[src/common/video_pkg.sv]
package video_pkg;

    // one 8-bit color channel
    typedef logic [7:0] color_t;

    // one 10-bit TMDS symbol as sent on a lane
    typedef logic [9:0] tmds_word_t;

    // raster counter, covers the 800 by 525 total raster
    typedef logic [9:0] coord_t;

    // running DC disparity of one lane, two's complement
    typedef logic signed [4:0] disparity_t;

    // control period symbols, suffix is {c1, c0}
    localparam tmds_word_t tmds_ctrl_00 = 10'b1101010100;
    localparam tmds_word_t tmds_ctrl_01 = 10'b0010101011;
    localparam tmds_word_t tmds_ctrl_10 = 10'b0101010100;
    localparam tmds_word_t tmds_ctrl_11 = 10'b1010101011;

endpackage

[src/design/video_timing.sv]
`timescale 1ns/100ps

module video_timing #(
    parameter int h_active = 640,
    parameter int h_front  = 16,
    parameter int h_sync   = 96,
    parameter int h_back   = 48,
    parameter int v_active = 480,
    parameter int v_front  = 10,
    parameter int v_sync   = 2,
    parameter int v_back   = 33
) (
    input  logic              clk_pixel,
    input  logic              reset,
    output video_pkg::coord_t x,
    output video_pkg::coord_t y,
    output logic              hsync,
    output logic              vsync,
    output logic              blank
);

    localparam int h_total = h_active + h_front + h_sync + h_back;
    localparam int v_total = v_active + v_front + v_sync + v_back;

    // window edges in counter units
    localparam video_pkg::coord_t h_last       = video_pkg::coord_t'(h_total - 1);
    localparam video_pkg::coord_t v_last       = video_pkg::coord_t'(v_total - 1);
    localparam video_pkg::coord_t h_active_end = video_pkg::coord_t'(h_active);
    localparam video_pkg::coord_t v_active_end = video_pkg::coord_t'(v_active);
    localparam video_pkg::coord_t h_sync_start = video_pkg::coord_t'(h_active + h_front);
    localparam video_pkg::coord_t h_sync_end   = video_pkg::coord_t'(h_active + h_front + h_sync);
    localparam video_pkg::coord_t v_sync_start = video_pkg::coord_t'(v_active + v_front);
    localparam video_pkg::coord_t v_sync_end   = video_pkg::coord_t'(v_active + v_front + v_sync);

    video_pkg::coord_t x_next;
    video_pkg::coord_t y_next;

    // next raster position
    always_comb begin
        x_next = x + video_pkg::coord_t'(1);
        y_next = y;
        if (x == h_last) begin
            x_next = '0;
            if (y == v_last) begin
                y_next = '0;
            end else begin
                y_next = y + video_pkg::coord_t'(1);
            end
        end
    end

    // windows decoded from the next position so they line up with x and y
    always_ff @(posedge clk_pixel) begin
        if (reset) begin
            x     <= '0;
            y     <= '0;
            hsync <= 1'b0;
            vsync <= 1'b0;
            blank <= 1'b0;
        end else begin
            x     <= x_next;
            y     <= y_next;
            hsync <= (x_next >= h_sync_start) && (x_next < h_sync_end);
            vsync <= (y_next >= v_sync_start) && (y_next < v_sync_end);
            blank <= (x_next >= h_active_end) || (y_next >= v_active_end);
        end
    end

    // syncs only ever inside the blanking interval
    a_hsync_blanked: assert property (
        @(posedge clk_pixel) disable iff (reset)
        hsync |-> (blank && (x >= h_active_end))
    );

    a_vsync_blanked: assert property (
        @(posedge clk_pixel) disable iff (reset)
        vsync |-> (blank && (y >= v_active_end))
    );

endmodule

[src/design/test_pattern.sv]
`timescale 1ns/100ps

module test_pattern #(
    parameter int h_active = 640
) (
    input  logic              clk_pixel,
    input  logic              reset,
    input  logic              test_picture,
    input  video_pkg::coord_t x,
    input  video_pkg::coord_t y,
    input  logic              hsync,
    input  logic              vsync,
    input  logic              blank,
    output video_pkg::color_t red,
    output video_pkg::color_t green,
    output video_pkg::color_t blue,
    output logic              pix_hsync,
    output logic              pix_vsync,
    output logic              pix_blank
);

    // eight bars across the active width
    localparam int bar_width = h_active / 8;

    logic [2:0]        bar;
    video_pkg::coord_t diag;

    always_comb begin
        bar  = 3'(x / video_pkg::coord_t'(bar_width));
        diag = x + y;
    end

    // color for the current position
    always_ff @(posedge clk_pixel) begin
        if (test_picture) begin
            red   <= {8{bar[0]}};
            green <= {8{bar[1]}};
            blue  <= {8{bar[2]}};
        end else begin
            red   <= x[7:0];
            green <= y[7:0];
            blue  <= diag[7:0];
        end
    end

    // sync and blank follow the color by one cycle
    always_ff @(posedge clk_pixel) begin
        if (reset) begin
            pix_hsync <= 1'b0;
            pix_vsync <= 1'b0;
            pix_blank <= 1'b1;
        end else begin
            pix_hsync <= hsync;
            pix_vsync <= vsync;
            pix_blank <= blank;
        end
    end

endmodule

[src/tmds/tmds_encoder.sv]
`timescale 1ns/100ps

module tmds_encoder (
    input  logic                  clk_pixel,
    input  logic                  reset,
    input  video_pkg::color_t     data,
    input  logic                  c0,
    input  logic                  c1,
    input  logic                  blank,
    output video_pkg::tmds_word_t symbol
);

    // stage 1, transition minimizing
    logic [3:0] data_ones;
    logic       use_xnor;
    logic [8:0] q_m;
    logic [3:0] q_m_ones;

    logic [8:0] q_m_q;
    logic [3:0] ones_q;
    logic       blank_q;
    logic       c0_q;
    logic       c1_q;

    // stage 2, DC balance
    video_pkg::disparity_t disparity;
    video_pkg::disparity_t disparity_next;
    video_pkg::disparity_t balance;
    video_pkg::tmds_word_t data_symbol;

    always_comb begin
        data_ones = '0;
        for (int i = 0; i < 8; i++) begin
            data_ones = data_ones + 4'(data[i]);
        end
        use_xnor = (data_ones > 4'd4) || ((data_ones == 4'd4) && !data[0]);

        q_m[0] = data[0];
        for (int i = 1; i < 8; i++) begin
            q_m[i] = use_xnor ? ~(q_m[i-1] ^ data[i]) : (q_m[i-1] ^ data[i]);
        end
        // bit 8 flags the XOR form
        q_m[8] = ~use_xnor;

        q_m_ones = '0;
        for (int i = 0; i < 8; i++) begin
            q_m_ones = q_m_ones + 4'(q_m[i]);
        end
    end

    always_ff @(posedge clk_pixel) begin
        q_m_q  <= q_m;
        ones_q <= q_m_ones;
    end

    always_ff @(posedge clk_pixel) begin
        if (reset) begin
            blank_q <= 1'b1;
            c0_q    <= 1'b0;
            c1_q    <= 1'b0;
        end else begin
            blank_q <= blank;
            c0_q    <= c0;
            c1_q    <= c1;
        end
    end

    always_comb begin
        // ones minus zeros of the low byte
        balance = video_pkg::disparity_t'({ones_q, 1'b0}) - video_pkg::disparity_t'(8);

        data_symbol[8] = q_m_q[8];
        if ((disparity == 0) || (balance == 0)) begin
            data_symbol[9]   = ~q_m_q[8];
            data_symbol[7:0] = q_m_q[8] ? q_m_q[7:0] : ~q_m_q[7:0];
            disparity_next   = q_m_q[8] ? disparity + balance : disparity - balance;
        end else if (((disparity > 0) && (balance > 0)) ||
                     ((disparity < 0) && (balance < 0))) begin
            // invert to pull disparity back toward zero
            data_symbol[9]   = 1'b1;
            data_symbol[7:0] = ~q_m_q[7:0];
            disparity_next   = disparity - balance +
                               (q_m_q[8] ? video_pkg::disparity_t'(2) : video_pkg::disparity_t'(0));
        end else begin
            data_symbol[9]   = 1'b0;
            data_symbol[7:0] = q_m_q[7:0];
            disparity_next   = disparity + balance -
                               (q_m_q[8] ? video_pkg::disparity_t'(0) : video_pkg::disparity_t'(2));
        end
    end

    always_ff @(posedge clk_pixel) begin
        if (reset) begin
            symbol    <= video_pkg::tmds_ctrl_00;
            disparity <= '0;
        end else if (blank_q) begin
            disparity <= '0;
            case ({c1_q, c0_q})
                2'b00:   symbol <= video_pkg::tmds_ctrl_00;
                2'b01:   symbol <= video_pkg::tmds_ctrl_01;
                2'b10:   symbol <= video_pkg::tmds_ctrl_10;
                default: symbol <= video_pkg::tmds_ctrl_11;
            endcase
        end else begin
            symbol    <= data_symbol;
            disparity <= disparity_next;
        end
    end

    // balance rule keeps the lane close to DC neutral
    a_disparity_bound: assert property (
        @(posedge clk_pixel) disable iff (reset)
        !blank_q |=> ((disparity >= -10) && (disparity <= 10))
    );

endmodule

[src/tmds/dvi_transmitter.sv]
`timescale 1ns/100ps

module dvi_transmitter (
    input  logic                  clk_pixel,
    input  logic                  reset,
    input  video_pkg::color_t     red,
    input  video_pkg::color_t     green,
    input  video_pkg::color_t     blue,
    input  logic                  hsync,
    input  logic                  vsync,
    input  logic                  blank,
    output video_pkg::tmds_word_t tmds_red,
    output video_pkg::tmds_word_t tmds_green,
    output video_pkg::tmds_word_t tmds_blue
);

    // syncs ride on the blue lane during blanking
    tmds_encoder blue_lane (
        .clk_pixel (clk_pixel),
        .reset     (reset),
        .data      (blue),
        .c0        (hsync),
        .c1        (vsync),
        .blank     (blank),
        .symbol    (tmds_blue)
    );

    tmds_encoder green_lane (
        .clk_pixel (clk_pixel),
        .reset     (reset),
        .data      (green),
        .c0        (1'b0),
        .c1        (1'b0),
        .blank     (blank),
        .symbol    (tmds_green)
    );

    tmds_encoder red_lane (
        .clk_pixel (clk_pixel),
        .reset     (reset),
        .data      (red),
        .c0        (1'b0),
        .c1        (1'b0),
        .blank     (blank),
        .symbol    (tmds_red)
    );

endmodule

[src/design/vga_dvi_top.sv]
`timescale 1ns/100ps

module vga_dvi_top #(
    parameter int h_active = 640,
    parameter int h_front  = 16,
    parameter int h_sync   = 96,
    parameter int h_back   = 48,
    parameter int v_active = 480,
    parameter int v_front  = 10,
    parameter int v_sync   = 2,
    parameter int v_back   = 33
) (
    input  logic                  clk_pixel,
    input  logic                  reset,
    input  logic                  test_picture,
    output video_pkg::tmds_word_t tmds_red,
    output video_pkg::tmds_word_t tmds_green,
    output video_pkg::tmds_word_t tmds_blue
);

    // raster position and windows
    video_pkg::coord_t x;
    video_pkg::coord_t y;
    logic              hsync;
    logic              vsync;
    logic              blank;

    // pixel stream, one cycle behind the raster
    video_pkg::color_t red;
    video_pkg::color_t green;
    video_pkg::color_t blue;
    logic              pix_hsync;
    logic              pix_vsync;
    logic              pix_blank;

    video_timing #(
        .h_active (h_active),
        .h_front  (h_front),
        .h_sync   (h_sync),
        .h_back   (h_back),
        .v_active (v_active),
        .v_front  (v_front),
        .v_sync   (v_sync),
        .v_back   (v_back)
    ) timing (
        .clk_pixel (clk_pixel),
        .reset     (reset),
        .x         (x),
        .y         (y),
        .hsync     (hsync),
        .vsync     (vsync),
        .blank     (blank)
    );

    test_pattern #(
        .h_active (h_active)
    ) pattern (
        .clk_pixel    (clk_pixel),
        .reset        (reset),
        .test_picture (test_picture),
        .x            (x),
        .y            (y),
        .hsync        (hsync),
        .vsync        (vsync),
        .blank        (blank),
        .red          (red),
        .green        (green),
        .blue         (blue),
        .pix_hsync    (pix_hsync),
        .pix_vsync    (pix_vsync),
        .pix_blank    (pix_blank)
    );

    dvi_transmitter transmitter (
        .clk_pixel  (clk_pixel),
        .reset      (reset),
        .red        (red),
        .green      (green),
        .blue       (blue),
        .hsync      (pix_hsync),
        .vsync      (pix_vsync),
        .blank      (pix_blank),
        .tmds_red   (tmds_red),
        .tmds_green (tmds_green),
        .tmds_blue  (tmds_blue)
    );

endmodule

[config.mk]
export PLATFORM = sky130hd
export DESIGN_NAME = vga_dvi_top
export DESIGN_NICKNAME = d
export VERILOG_FILES = /design/src/common/video_pkg.sv /design/src/design/video_timing.sv /design/src/design/test_pattern.sv /design/src/tmds/tmds_encoder.sv /design/src/tmds/dvi_transmitter.sv /design/src/design/vga_dvi_top.sv
export SDC_FILE = /design/constraint.sdc
export NUM_CORES = 1
export LEC_CHECK = 0
export BUFFER_PORTS_ARGS = -buffer_cell sky130_fd_sc_hd__buf_2
export CAP_MARGIN = 25
export CORE_ASPECT_RATIO = 1.25
export CORE_MARGIN = 5
export CORE_UTILIZATION = 35
export DETAILED_ROUTE_END_ITERATION = 8
export GPL_ROUTABILITY_DRIVEN = 0
export GPL_TIMING_DRIVEN = 0
export PLACE_DENSITY_LB_ADDON = 0.12
export SYNTH_ARGS = -nofsm -noshare
export SYNTH_HDL_FRONTEND = slang
export SYNTH_SLANG_ARGS = --single-unit
[constraint.sdc]
create_clock -name clk_pixel -period 14.1 [get_ports clk_pixel]
set_input_delay 1.41 -clock clk_pixel [delete_from_list [all_inputs] [get_ports clk_pixel]]
set_output_delay 1.41 -clock clk_pixel [all_outputs]
set_load 0.005 [all_outputs]
==> flow_summary.json <==
{
  "rows": 60,
  "post-route-drc-count": 0,
  "met1_usage": 0.1597,
  "htreeDepth": 4,
  "pwr-share-comb": 0.268,
  "final-setup-viol-count": 0,
  "critPathBufInv": 4,
  "critPathTopFamily": "adder cells",
  "hold_path.class": "flip-flop to flip-flop",
  "synth_cell_types": 68,
  "p_sw_mw": 0.3768,
  "cp_slowest_cell": "fa_1",
  "max_freq_ghz": 0.1622,
  "ff2ff_path_depth": 19,
  "overflow": 0,
  "path_cells": "fa_1 > inv_1 > fa_1 > fa_1 > inv_1 > ha_1 > fa_1 > nor3_1 > o21ai_0 > a21oi_1 > xor2_1 > inv_1 > fa_1 > inv_1 > fa_1 > fa_1 > ha_1 > fa_1 > xor2_1",
  "routed_wl_mm": 15.92,
  "critPathMaxFanout": 4,
  "syn_nets": 909,
  "antenna_found_initial": 0,
  "power.leakage_nw": 3.636,
  "min_path_cells": 1,
  "io_pins": 33,
  "cp.arrival_ns": 6.48,
  "post_cts_resized": 0,
  "swShare": 0.3188,
  "synth_area_per_cell_um2": 9.416,
  "start_kind": "flip-flop",
  "core-area_um2": 21400,
  "rsz0062_at_grt": "no",
  "worst_ep_required_time_ns": 14.41,
  "p_int_mw": 0.8052,
  "drive_gt1_frac": 0.1039,
  "worst_path_most_repeated_cell": "fa_1",
  "root_buffer": "clkbuf_16",
  "die_h_um": 174.3,
  "grt_use_total": 0.1339,
  "grt_max_degree": 17,
  "netlist_area_um2": 7561,
  "detail-route-antenna-nets": 0,
  "finalHoldViolations": 0,
  "synth_top_cells_by_count": "dfxtp_1, inv_1, xnor2_1",
  "min_period_ns": 6.164,
  "yosysTopAreaCell": "dfxtp_1",
  "area_delta_synth_final_pct": 14.33,
  "synth.yosys.seq_area_share": 0.3548,
  "relSlewSlack": 0.5001,
  "synth_warnings": 0,
  "grtUsageMet3": 0.03330,
  "cts-buffers-inserted": 17,
  "postCtsHoldBufs": 0,
  "grt_use_met2": 0.2391,
  "worst-slew-pin-transition_ns": 0.7491,
  "top_usage_layer": "met2",
  "synthFlopType": "dfxtp_1",
  "synthTopCellsByArea": "dfxtp_1, ha_1, xnor2_1, fa_1, inv_1",
  "dp_hpwl_mm": 12.37,
  "synthArstFlopShare": 0,
  "vdd_ir_drop_max_uv": 88.11,
  "fin_crit_sh": 0.4372,
  "path_class": "flip-flop to flip-flop",
  "first_global_vias": 5400,
  "via_count": 5389,
  "regToRegEndpoint": "transmitter.blue_lane.ones_q[2]",
  "yosys.area.top_type_share": 0.3548,
  "timing.hold.ws_ns": 0.4050,
  "max_cap_viol_count": 0,
  "dieWidth_um": 141.5,
  "clock-skew-final_ns": 0.008820,
  "synth-edff-count": 0,
  "post_drt_wl_per_cell_um": 13.90,
  "final_nets": 959,
  "synth-seq-cells": 134,
  "drtIter0Drc": 178,
  "synth_cells": 803,
  "status": "complete, no violations",
  "clk_pin_slew_ns": 0.06,
  "min_from": "timing.blank",
  "clk_path_buf_depth": 2,
  "crit_path_end_kind": "flip-flop",
  "cts_tree": "built",
  "postCtsSetupBuffers": 0,
  "worstReg2RegStart": "pattern.blue[0]",
  "power_frac_clock": 0.369,
  "clock_latency_ns": 0.42,
  "grt_pass1_wl_mm": 26.67,
  "fp.dieArea_um2": 24660,
  "reg2reg_slack_ns": 7.94,
  "post-synth-top-count-cell": "dfxtp_1",
  "slowest_delay_ns": 0.55,
  "final_max_slew_viol_count": 0,
  "power_density_nw_per_um2": 136.7,
  "start_util": 0.3534,
  "first_pass_iters": 4,
  "seqPwrFrac": 0.364,
  "cts.sinks": 134,
  "hold_end": "pattern.pix_blank",
  "antenna_cells": 0,
  "port_buffers": 31,
  "fin_setup_tns_ns": 0,
  "viasPerCell": 4.707
}
==> metal layers <==
layer	vias to the layer above	wire length [µm]
met5	-	0
met4	0	216
li1	2779	-
met2	75	8061
met3	19	499
met1	2516	7139
==> logic make-up (layout without fill, tap and decap cells) <==
family	after synthesis	count (layout)	synth area share
and+or+nand+nor	192	192	0.1322
AOI/OAI and AO/OA	145	145	0.1211
DFF	134	134	0.3548
buffers and inverters	124	187	0.06751
adders and majority gates	103	103	0.2012
xor gates and xnor gates	96	96	0.1112
muxes	9	9	0.01192
==> worst max-delay path by stage <==
stage / cells past startpoint / slack [ns] / start / endpoint
after global placement: 19 / 7.90 / pattern.blue[0] / transmitter.blue_lane.ones_q[2]
final: 19 / 7.94 / pattern.blue[0] / transmitter.blue_lane.ones_q[2]
after floorplan: 19 / 8.37 / pattern.blue[0] / transmitter.blue_lane.ones_q[2]
after CTS: 19 / 7.91 / pattern.blue[0] / transmitter.blue_lane.ones_q[2]
after global routing: 19 / 7.58 / pattern.blue[0] / transmitter.blue_lane.ones_q[2]
after detailed placement: 19 / 7.92 / pattern.blue[0] / transmitter.blue_lane.ones_q[2]
==> worst reg2reg max path, stage by stage, from the launching register on <==
cell and delay, ns:
dfxtp_1 0.36, fa_1 0.55, inv_1 0.05, fa_1 0.45, fa_1 0.50, inv_1 0.04, ha_1 0.19, fa_1 0.43
nor3_1 0.26, o21ai_0 0.12, a21oi_1 0.44, xor2_1 0.35, inv_1 0.11, fa_1 0.51, inv_1 0.06, fa_1 0.52
fa_1 0.41, ha_1 0.22, fa_1 0.38, xor2_1 0.14
==> power by group through the flow <==
stage / Combinational, mW / Clock, mW / Sequential [mW]
final: 0.316 / 0.436 / 0.430
after global routing: 0.367 / 0.466 / 0.433
after CTS: 0.323 / 0.447 / 0.431
after detailed placement: 0.320 / 0 / 0.439
after global placement: 0.321 / 0 / 0.439
after floorplan: 0.259 / 0 / 0.432
==> cell usage in the layout (no fill, tap or decap), types with 7 or more instances in the layout <==
| cell type | Yosys | routed |
|---|---|---|
| dfxtp_1 | 134 | 134 |
| inv_1 | 95 | 95 |
| xnor2_1 | 78 | 78 |
| ha_1 | 72 | 72 |
| nor2_1 | 62 | 62 |
| o21ai_0 | 47 | 47 |
| buf_2 | 5 | 36 |
| nand2_1 | 35 | 35 |
| a21oi_1 | 33 | 33 |
| fa_1 | 31 | 31 |
| xor2_1 | 18 | 18 |
| clkbuf_1 | 17 | 17 |
| clkbuf_16 | 0 | 17 |
| nor3_1 | 16 | 16 |
| nor2b_1 | 14 | 14 |
| nand3_1 | 11 | 11 |
| a211oi_1 | 11 | 11 |
| o211ai_1 | 9 | 9 |
| mux2i_1 | 9 | 9 |
| nand2b_1 | 7 | 7 |
| a31oi_1 | 7 | 7 |
| inv_6 | 0 | 7 |
==> per-stage QoR <==
| step | total power, mW | util | instance area [µm²] | instances | setup slack (ns) |
|---|---|---|---|---|---|
| after floorplan | 0.6906 | - | 7561 | 803 | 8.366 |
| after global placement | 0.7603 | 0.3770 | 8065 | 1113 | 7.905 |
| after detailed placement | 0.7591 | 0.3770 | 8065 | 1113 | 7.917 |
| after CTS | 1.200 | 0.4040 | 8645 | 1145 | 7.906 |
| after global routing | 1.266 | 0.4040 | 8645 | 1145 | 7.575 |
| final | 1.182 | 0.4040 | 8645 | 1145 | 7.936 |
==> registers in the layout, indices dropped and copies added, names as in the netlist, 4 cells and up <==
signal                            cells
transmitter.red_lane.ones_q           4
timing.y                             10
transmitter.blue_lane.q_m_q           9
transmitter.red_lane.symbol          10
pattern.red                           8
transmitter.red_lane.disparity        4
timing.x                             10
transmitter.green_lane.symbol        10
pattern.green                         8
pattern.blue                          8
transmitter.green_lane.ones_q         4
transmitter.blue_lane.ones_q          4
transmitter.blue_lane.disparity       4
transmitter.green_lane.q_m_q          9
transmitter.blue_lane.symbol         10
transmitter.green_lane.disparity      4
transmitter.red_lane.q_m_q            9
==> area by class of cell <==
cell class / instances / area [µm²]
Sequential cell: 134 / 2683
Clock buffer: 17 / 425.4
Timing Repair Buffer: 31 / 155.1
Tap cell: 279 / 349.1
Inverter: 95 / 356.6
Buffer: 29 / 153.9
Clock inverter: 15 / 153.9
Fill cell: 2184 / 12750
Multi-Input combinational cell: 545 / 4368
Power figures use the tool's default switching activity.
